===== config.mk =====
export PLATFORM = sky130hd
export DESIGN_NAME = fill_area
export DESIGN_NICKNAME = d
export VERILOG_FILES = /design/src/logic/fb_pkg.sv /design/src/logic/fill_area.sv
export VERILOG_INCLUDE_DIRS = /design/src /design/src/logic
export SDC_FILE = /design/constraint.sdc
export NUM_CORES = 1
export LEC_CHECK = 0
export BUFFER_PORTS_ARGS = -buffer_cell sky130_fd_sc_hd__buf_2
export CAP_MARGIN = 20
export CORE_ASPECT_RATIO = 2
export CORE_UTILIZATION = 48
export CTS_CLUSTER_SIZE = 8
export DETAILED_ROUTE_END_ITERATION = 8
export MAX_ROUTING_LAYER = met4
export PLACE_DENSITY = 0.69
export SLEW_MARGIN = 20
export SYNTH_ARGS = -nofsm -noshare
export SYNTH_HDL_FRONTEND = slang
export SYNTH_SLANG_ARGS = --single-unit

===== constraint.sdc =====
create_clock -name clk -period 4.75 [get_ports clk]
set_input_delay 0.95 -clock clk [delete_from_list [all_inputs] [get_ports clk]]
set_output_delay 0.95 -clock clk [all_outputs]
set_load 0.01 [all_outputs]

===== src/logic/fb_defines.svh =====
// **********************************************************
// Frame buffer geometry: screen size, bytes per pixel and
// the index widths derived from them.
// **********************************************************
`ifndef FB_DEFINES_SVH
`define FB_DEFINES_SVH

`define FB_WIDTH      16                                       // Pixels per row.
`define FB_HEIGHT     12                                       // Rows on screen.
`define FB_BPP        3                                        // Bytes per pixel.
`define FB_BYTES      (`FB_WIDTH * `FB_HEIGHT * `FB_BPP)       // 576 bytes of frame memory.

`define FB_ADDR_BITS  10                                       // Byte address width.
`define FB_X_BITS     5                                        // Wide enough for a full-row width.
`define FB_Y_BITS     4
`define FB_SEL_BITS   2                                        // Byte index within a pixel.

`endif


===== src/logic/fb_pkg.sv =====
// **********************************************************
// Display engine types: opcodes, FSM states, coordinates,
// colour and the shared byte address rule.
// **********************************************************
`include "fb_defines.svh"

package fb_pkg;

    typedef enum logic [1:0] {
        OP_FILL = 2'd0,
        OP_PLOT = 2'd1,
        OP_READ = 2'd2
    } opcode_t;

    typedef enum logic [1:0] {
        FILL_IDLE,
        FILL_WRITE,
        FILL_DONE
    } fill_state_t;

    typedef enum logic [1:0] {
        PIX_IDLE,
        PIX_ACCESS,
        PIX_WAIT_DATA,
        PIX_RESPOND
    } pix_state_t;

    typedef logic [`FB_X_BITS-1:0]      xcoord_t;
    typedef logic [`FB_Y_BITS-1:0]      ycoord_t;
    typedef logic [`FB_BPP*8-1:0]       color_t;
    typedef logic [`FB_ADDR_BITS-1:0]   addr_t;

    // Byte sel of pixel (x, y); sel FB_BPP-1 is the colour MSB.
    function automatic addr_t byte_addr(xcoord_t x, ycoord_t y, logic [`FB_SEL_BITS-1:0] sel);
        return addr_t'((32'(y) * `FB_WIDTH + 32'(x)) * `FB_BPP + 32'(sel));
    endfunction

endpackage


===== src/logic/fill_area.sv =====
// **********************************************************
// Rectangle fill walker; writes one colour byte per granted
// memory cycle, bottom-right corner first, MSB first.
// **********************************************************
`timescale 1ns/10ps
`include "fb_defines.svh"

module fill_area (
    input  logic              clk,
    input  logic              reset,
    input  logic              fill_start,
    input  fb_pkg::xcoord_t   x1,
    input  fb_pkg::ycoord_t   y1,
    input  fb_pkg::xcoord_t   width,
    input  fb_pkg::ycoord_t   height,
    input  fb_pkg::color_t    color,
    output logic              req,
    output logic              we,
    output fb_pkg::addr_t     addr,
    output logic [7:0]        wdata,
    input  logic              gnt,
    output logic              busy,
    output logic              done
);

    localparam logic [`FB_SEL_BITS-1:0] SEL_LAST = `FB_SEL_BITS'(`FB_BPP - 1);

    fb_pkg::fill_state_t state;

    fb_pkg::xcoord_t         x_lo;
    fb_pkg::xcoord_t         x_hi;                     // Column reload at each new row.
    fb_pkg::ycoord_t         y_lo;
    fb_pkg::color_t          color_q;
    fb_pkg::xcoord_t         col;
    fb_pkg::ycoord_t         row;
    logic [`FB_SEL_BITS-1:0] sel;

    logic last_byte;

    assign last_byte = (sel == '0) && (col == x_lo) && (row == y_lo);

    always_ff @(posedge clk) begin
        if (reset) begin
            state <= fb_pkg::FILL_IDLE;
        end else begin
            case (state)
                fb_pkg::FILL_IDLE: begin
                    if (fill_start) begin
                        state <= fb_pkg::FILL_WRITE;
                    end
                end
                fb_pkg::FILL_WRITE: begin
                    if (gnt && last_byte) begin
                        state <= fb_pkg::FILL_DONE;
                    end
                end
                fb_pkg::FILL_DONE: state <= fb_pkg::FILL_IDLE;
                default:           state <= fb_pkg::FILL_IDLE;
            endcase
        end
    end

    // Walk position, only moves on a granted byte.
    always_ff @(posedge clk) begin
        if (state == fb_pkg::FILL_IDLE && fill_start) begin
            x_lo    <= x1;
            y_lo    <= y1;
            x_hi    <= x1 + width - 1'b1;
            color_q <= color;
            col     <= x1 + width - 1'b1;              // Start at the bottom-right corner.
            row     <= y1 + height - 1'b1;
            sel     <= SEL_LAST;
        end else if (state == fb_pkg::FILL_WRITE && gnt) begin
            if (sel != '0) begin
                sel <= sel - 1'b1;
            end else begin
                sel <= SEL_LAST;
                if (col != x_lo) begin
                    col <= col - 1'b1;
                end else begin
                    col <= x_hi;
                    row <= row - 1'b1;
                end
            end
        end
    end

    assign req   = (state == fb_pkg::FILL_WRITE);
    assign we    = req;                                // Fill never reads.
    assign addr  = fb_pkg::byte_addr(col, row, sel);
    assign wdata = color_q[sel*8 +: 8];
    assign busy  = (state != fb_pkg::FILL_IDLE);
    assign done  = (state == fb_pkg::FILL_DONE);

    a_req_held: assert property (@(posedge clk) disable iff (reset)
        req && !gnt |=> req && $stable(addr));

endmodule


Word-level counts from Yosys, hierarchy flattened

Index checks and enable logic that the tools add are counted.

Logic and storage cells: 53
Input port bits: 46
Output and inout bits: 22
Bits in registers: 51

Shift-type cells: 1
$add $sub $neg: 9
Mux-type cells: 12
Multipliers: 1
Reduce and logical (&&, ||, !) cells: 13
Eq/ne operators: 9

Operators with widths:

| cell                   | number |
|---|---|
| $shiftx A24 B6 Y8      | 1 |
| $mux W5                | 4 |
| $mux W4                | 4 |
| $add A10 B2 Y10        | 1 |
| $mul A9 B2 Y10 const B | 1 |
| $sub A5 B1 Y5 const B  | 2 |
| $add A8 B5 Y9          | 1 |
| $sub A4 B1 Y4 const B  | 2 |
| $mux W2                | 3 |
| $ne A2 B2 Y1 const B   | 3 |
| $reduce_bool A2 Y1     | 3 |
| $add A5 B5 Y5          | 1 |
| $eq A5 B5 Y1           | 1 |
| $logic_and A1 B1 Y1    | 5 |
| $ne A5 B5 Y1           | 1 |
| $add A4 B4 Y4          | 1 |
| $eq A4 B4 Y1           | 1 |
| $logic_not A2 Y1       | 2 |
| $pmux W2 S2            | 1 |
| $reduce_and A2 Y1      | 2 |
| $reduce_and A3 Y1      | 1 |
| $eq A2 B1 Y1 const B   | 1 |
| $eq A2 B2 Y1 const B   | 1 |
| $ne A2 B1 Y1 const B   | 1 |
| $sub A2 B1 Y2 const B  | 1 |

Depth between registers and ports, before layout

Gate-level depths: netlist (run 1).

Depth after elaboration: 6
Depth in mapped cells: 11
Gate-level depth less buffers: 10

Least setup slack after synthesis (run 1)

No wires, ideal clock.

Path type: reg-to-output
From: reg sel[1]
To: out addr[9]
Cell stages (with the launch flop): 12
Data required time: 3.800 ns
Arrival time: 2.772 ns
Slack: 1.028 ns
Buffers on the path: 1
Path through: dfxtp_1 -> clkbuf_1 -> inv_1 -> fa_1 -> inv_1 -> ha_1 -> fa_1 -> a21oi_1 -> o21ai_0 -> a211oi_1 -> o21bai_1 -> xor2_1

Cells in the longest elaborated chain, start to end: 1

Ends and longest elaborated chain:

| element                | line            | source |
|---|---|---|
| start, declared        | fill_area.sv:36 | `` logic [`FB_SEL_BITS-1:0] sel; `` |
| start signal, assigned | fill_area.sv:75 | `sel <= sel - 1'b1;` |
| $add A10 B2 Y10        | fb_pkg.sv:35    | `` return addr_t'((32'(y) * `FB_WIDTH + 32'(x)) * `FB_BPP + 32'(sel)); `` |
| end, declared          | fill_area.sv:19 | `output fb_pkg::addr_t addr,` |

No other way between the ends.

Worst setup path in the final report (run 1)

Same ends and word-level chain as after synthesis.

==> results of run 1 <==
## critical path, delay by kind of cell (launching register included)
family,cells,cell delay (ns)
DFF,1,0.68
adders and majority gates,3,1.14
xor gates and xnor gates,1,0.14
AOI/OAI and AO/OA,4,0.69
buffers and inverters,3,0.35
## cell type report
cell class / count / area, µm² / share of cell area, %
clock buffers: 8 / 136 / 3.77
inverters: 40 / 150 / 4.15
multi-input cells: 176 / 1390 / 38.4
flip-flops and latches: 51 / 1490 / 41.3
well taps: 84 / 105 / 2.91
repair buffers: 68 / 343 / 9.48
## state kept, by name, indices dropped and copies added, names as in the netlist
signal	count
col	5
color_q	24
row	4
sel	2
state	2
x_hi	5
x_lo	5
y_lo	4
## per-layer routing
metal  share of wire, %  vias up  track usage (%)
li1                   -     1073                -
met1                 37      945             17.4
met2                 57       54             33.7
met3                3.9        7             3.71
met4                2.0        0             7.62
met5                  0        -                -
## Yosys cell counts, types with 2 or more instances
| library cell | instances |
|---|---|
| a21oi_1 | 13 |
| inv_1 | 40 |
| fa_1 | 4 |
| a211oi_1 | 2 |
| clkbuf_1 | 3 |
| edfxtp_1 | 47 |
| mux2i_1 | 10 |
| o21bai_1 | 2 |
| o21ai_0 | 16 |
| nor2_1 | 10 |
| dfxtp_1 | 4 |
| xor2_1 | 12 |
| nand3_1 | 6 |
| xnor2_1 | 20 |
| nand2_1 | 24 |
| a21o_1 | 2 |
| nor2b_1 | 3 |
| ha_1 | 34 |
| buf_2 | 2 |
| nor3_1 | 5 |
## power groups by stage
stage / clock network [mW] / logic, mW / registers [mW]
after floorplan: 0 / 0.369 / 0.566
after global placement: 0 / 0.494 / 0.583
after detailed placement: 0 / 0.501 / 0.585
after CTS: 0.344 / 0.506 / 0.575
after global routing: 0.357 / 0.563 / 0.580
final: 0.334 / 0.498 / 0.574
## cell families (layout without fill, tap and decap cells)
family,Yosys count,count (layout),synth area share [%]
fa+ha+maj,38,38,16.4
mux,10,10,3.26
compound gates,41,41,8.02
buf+inv,48,116,6.31
simple gates,55,55,8.34
flops,51,51,48.5
xor+xnor,32,32,9.12
## path summary, 6_finish.rpt
path                                            start                to  cells after the start
worst max-delay path              sel[1]$_SDFFE_PP1P_           addr[9]                     11
worst min-delay path                x_hi[0]$_DFFE_PP_  col[0]$_DFFE_PP_                      1
worst min register to register      x_hi[0]$_DFFE_PP_  col[0]$_DFFE_PP_                      1
worst max register to register  state[1]$_SDFFE_PP0P_  col[0]$_DFFE_PP_                      4
==> metrics.cfg, run 1 <==
[timing]
period_needed_ns=4.24
setup_viol_count_final=0
hold_viol_final=0
drv_slew=0
worst_pin_slew_ns=0.912
fmax_mhz=236
slew_headroom_pct=38.8
finClkSkew_ns=0.00528
final.period_utilization_pct=89.2
setup-tns-final_ns=0
hold_ws_ns=0.584
rsz0062_at_grt=no
setup_ws_ns=0.515

[synth]
ys_warn_count=0
ys_ff_latch=51
ys_seq_area_share_pct=48.5
synth.area.top_cells=edfxtp_1 46%, ha_1 14%, xnor2_1 5.7%, inv_1 4.9%, xor2_1 3.4%
synth_top_cell_by_area=edfxtp_1
syn_inst=275
async_flop_share_pct=0
synth_cell_types=36
avgSynthCellArea_um2=11.2
synth_top_area_share_pct=45.9
synth-main-ff-cell=edfxtp_1
synth_fp_nets=359
syn_area_um2=3070
synth_edf_count=47

[global_route]
grt_max_degree=31
antenna_found_initial=0
overflow=0
grtUsageTotal_pct=18.1
grt_pass1_vias=2104
grt_pass1_wl_mm=8.84

[clock_network]
insertion_delay_ns=0.29
clock-root-buffer=clkbuf_16
cts_max_level=2
cts.sinks=51
cts_buffers=5
clockBufferDepth=2
path_clk_slew_ns=0.06
cts-resized-gates=0
post_cts_buffers=0
cts_hold_buf=0
cts_tree=done

[layout]
antenna_cells=0
post-route-cell-area_um2=3610
area_growth_pct=17.6
layout_common_cells=67 x buf_2, 47 x edfxtp_1, 39 x inv_1
drive_gt1_share_pct=22.7
final_cells=427
nNetsFinal=426
utilization_pct=59.2
fillers=568
layout_commonest_cell=buf_2

[hold_path]
hold_path.class=flip-flop to flip-flop

[drt]
num_vias=2079
viasPerCell=4.87
drt_iter0_drc=30
wire_per_inst_um=12.3
ant_nets=0
wl_mm=5.24
drc=0
firstDrtPassIters=4

[die]
core_area_um2=6110
die_area_um2=6750
die_w_um=58.6
fp-row-count=40
initial_core_util_pct=50.3
die_h_um=115
ios=68

[placed_design]
dp_hpwl_mm=4.27
place_congestion=0.800
dp_slack_ns=0.773
placed_cell_area_um2=3480
io_buffers=67
dp.cells=419

[critical_path]
cp_max_fo=12
startpoint_type=flip-flop
required_ns=3.80
cp-end-kind=output pin
crit_arrival_ns=3.29
rrSetupSlack_ns=2.27
slowest_delay_ns=0.68
critical_path.cell_chain=inv_1, fa_1, inv_1, ha_1, fa_1, a21oi_1, o21ai_0, a211oi_1, o21bai_1, xor2_1, buf_2
critPathSlowestCell=dfxtp_1
path_class=flip-flop to output pin

[flow_run]
cap_violations=0

[power]
powerDensity_nw_per_um2=389
sw_frac_of_total_pct=30.9
p_leak_nw=1.68
netSwitchingPower_uw=435
comb_power_share_pct=35.4
vdd_drop_max_uv=328
p_total_mw=1.41
seq_power_share_pct=40.8
p_int_uw=971
clockPowerShare_pct=23.7

[status]
status=finished, final reports clean

Power figures use the tool's default switching activity.
==> run 2, diff against run 1 <==
--- a/config.mk
+++ b/config.mk
@@ -10,6 +10,7 @@
 export CAP_MARGIN = 20
 export CORE_ASPECT_RATIO = 2
 export CORE_UTILIZATION = 48
+export CTS_BUF_LIST = sky130_fd_sc_hd__clkbuf_2 sky130_fd_sc_hd__clkbuf_4 sky130_fd_sc_hd__clkbuf_8
 export CTS_CLUSTER_SIZE = 8
 export DETAILED_ROUTE_END_ITERATION = 8
 export MAX_ROUTING_LAYER = met4
==> run 2 against run 1 <==
  * Hold slack better by 0.0039 ns
  * Maximum frequency down 0.37%
  * Critical endpoint unchanged
  * Clock skew up 0.0011 ns
==> metrics.cfg, run 2 (synthesis gave the netlist of run 1 again) <==
[drt]
ant_nets=0
wire_per_inst_um=12.1
num_vias=2074
viasPerCell=4.86
drt_iter0_drc=35
drc=0
firstDrtPassIters=4
wl_mm=5.18

[global_route]
grtUsageTotal_pct=17.8
use_met2_pct=33.4
grt_max_degree=31
grt_pass1_wl_mm=8.72
grtUsageMet1_pct=17.3
antenna_found_initial=0
overflow=0
busiest_layer=met2
grt_pass1_vias=2081
grtUsageMet3_pct=3.37

[status]
status=finished, final reports clean

[timing]
setup_viol_count_final=0
hold_viol_final=0
fmax_mhz=235
worst_pin_slew_ns=0.899
setup-tns-final_ns=0
period_needed_ns=4.25
slew_headroom_pct=39.7
rsz0062_at_grt=no
finClkSkew_ns=0.00636
final.period_utilization_pct=89.5
drv_slew=0

[clock_network]
insertion_delay_ns=0.30
path_clk_slew_ns=0.08
clock-root-buffer=clkbuf_8
cts_hold_buf=0
post_cts_buffers=0
cts-resized-gates=0
cts_tree=done
cts_max_level=2
cts.sinks=51
cts_buffers=5
clockBufferDepth=2

[critical_path]
reg2reg_to=col[0]$_DFFE_PP_
regToRegStartpoint=state[1]$_SDFFE_PP0P_
rrSetupSlack_ns=2.28
required_ns=3.80
critical_path.cell_chain=inv_1, fa_1, inv_1, ha_1, fa_1, a21oi_1, o21ai_0, a211oi_1, o21bai_1, xor2_1, buf_2
startpoint_type=flip-flop
cp_max_fo=12
slowest_delay_ns=0.69
crit_start=sel[1]$_SDFFE_PP1P_
rr_worst_depth=4
cp-end-kind=output pin
critical_path.endpoint=addr[9]
path_class=flip-flop to output pin
crit_arrival_ns=3.30
critPathSlowestCell=dfxtp_1

[layout]
drive_gt1_share_pct=23.6
largest_register_ff_count=24
final_cells=427
layout_commonest_cell=buf_2
layout_common_cells=67 x buf_2, 47 x edfxtp_1, 39 x inv_1
nNetsFinal=426
antenna_cells=0
regMostFlops=color_q
fillers=575
area_growth_pct=16.1

[die]
die_h_um=115
die_w_um=58.6
fp-row-count=40
die_area_um2=6750
core_area_um2=6110
ios=68
initial_core_util_pct=50.3

[flow_run]
cap_violations=0

[hold_path]
hold_path.class=flip-flop to flip-flop

[placed_design]
dp.cells=419
io_buffers=67
dp_hpwl_mm=4.27
place_congestion=0.800

[power]
p_leak_nw=1.66
powerDensity_nw_per_um2=369
vdd_drop_max_uv=327

[run 2: how the worst min path moves through the flow]
stage	from	end	slack (ns)	cells after the start
after floorplan	x_hi[0]$_DFFE_PP_	col[0]$_DFFE_PP_	0.55	1
after global placement	x_hi[0]$_DFFE_PP_	col[0]$_DFFE_PP_	0.56	1
after detailed placement	x_hi[0]$_DFFE_PP_	col[0]$_DFFE_PP_	0.57	1
after CTS	x_hi[0]$_DFFE_PP_	col[0]$_DFFE_PP_	0.59	1
after global routing	x_hi[0]$_DFFE_PP_	col[0]$_DFFE_PP_	0.60	1
final	x_hi[0]$_DFFE_PP_	col[0]$_DFFE_PP_	0.59	1
[run 2: metal layers]
metal / vias up / part of all wire, %
met2: 58 / 57
met1: 938 / 37
met3: 7 / 3.9
li1: 1071 / -
met5: - / 0
met4: 0 / 1.9
[run 2: worst max-delay path: cells and delay by family (launching register included)]
family,cells,cell delay [ns]
compound gates,4,0.68
xor+xnor,1,0.14
fa+ha+maj,3,1.14
buf+inv,3,0.35
flops,1,0.69
[run 2: area by class of cell]
class | instances | area (µm²) | area share (%)
well taps | 84 | 105 | 2.94
clock buffers | 8 | 91.3 | 2.56
inverters | 40 | 150 | 4.21
flip-flops and latches | 51 | 1490 | 41.8
multi-input cells | 176 | 1390 | 38.9
repair buffers | 68 | 343 | 9.60
[run 2: report_power, final]
group	internal, mW	switching [mW]
Clock	0.122	0.124
Combinational	0.234	0.263
Sequential	0.540	0.0334
Total	0.896	0.421
[run 2: stage by stage]
| stage | power [mW] | worst slack (ns) | hold slack, ns | area, µm² | utilization (%) |
|---|---|---|---|---|---|
| floorplan | 0.935 | 1.03 | 0.555 | 3070 | - |
| global placement | 1.08 | 0.841 | 0.560 | 3480 | 57.0 |
| detailed placement | 1.09 | 0.773 | 0.567 | 3480 | 57.0 |
| CTS | 1.34 | 0.431 | 0.588 | 3570 | 58.5 |
| global route | 1.41 | 0.194 | 0.601 | 3570 | 58.5 |
| finish | 1.32 | 0.499 | 0.588 | 3570 | 58.5 |
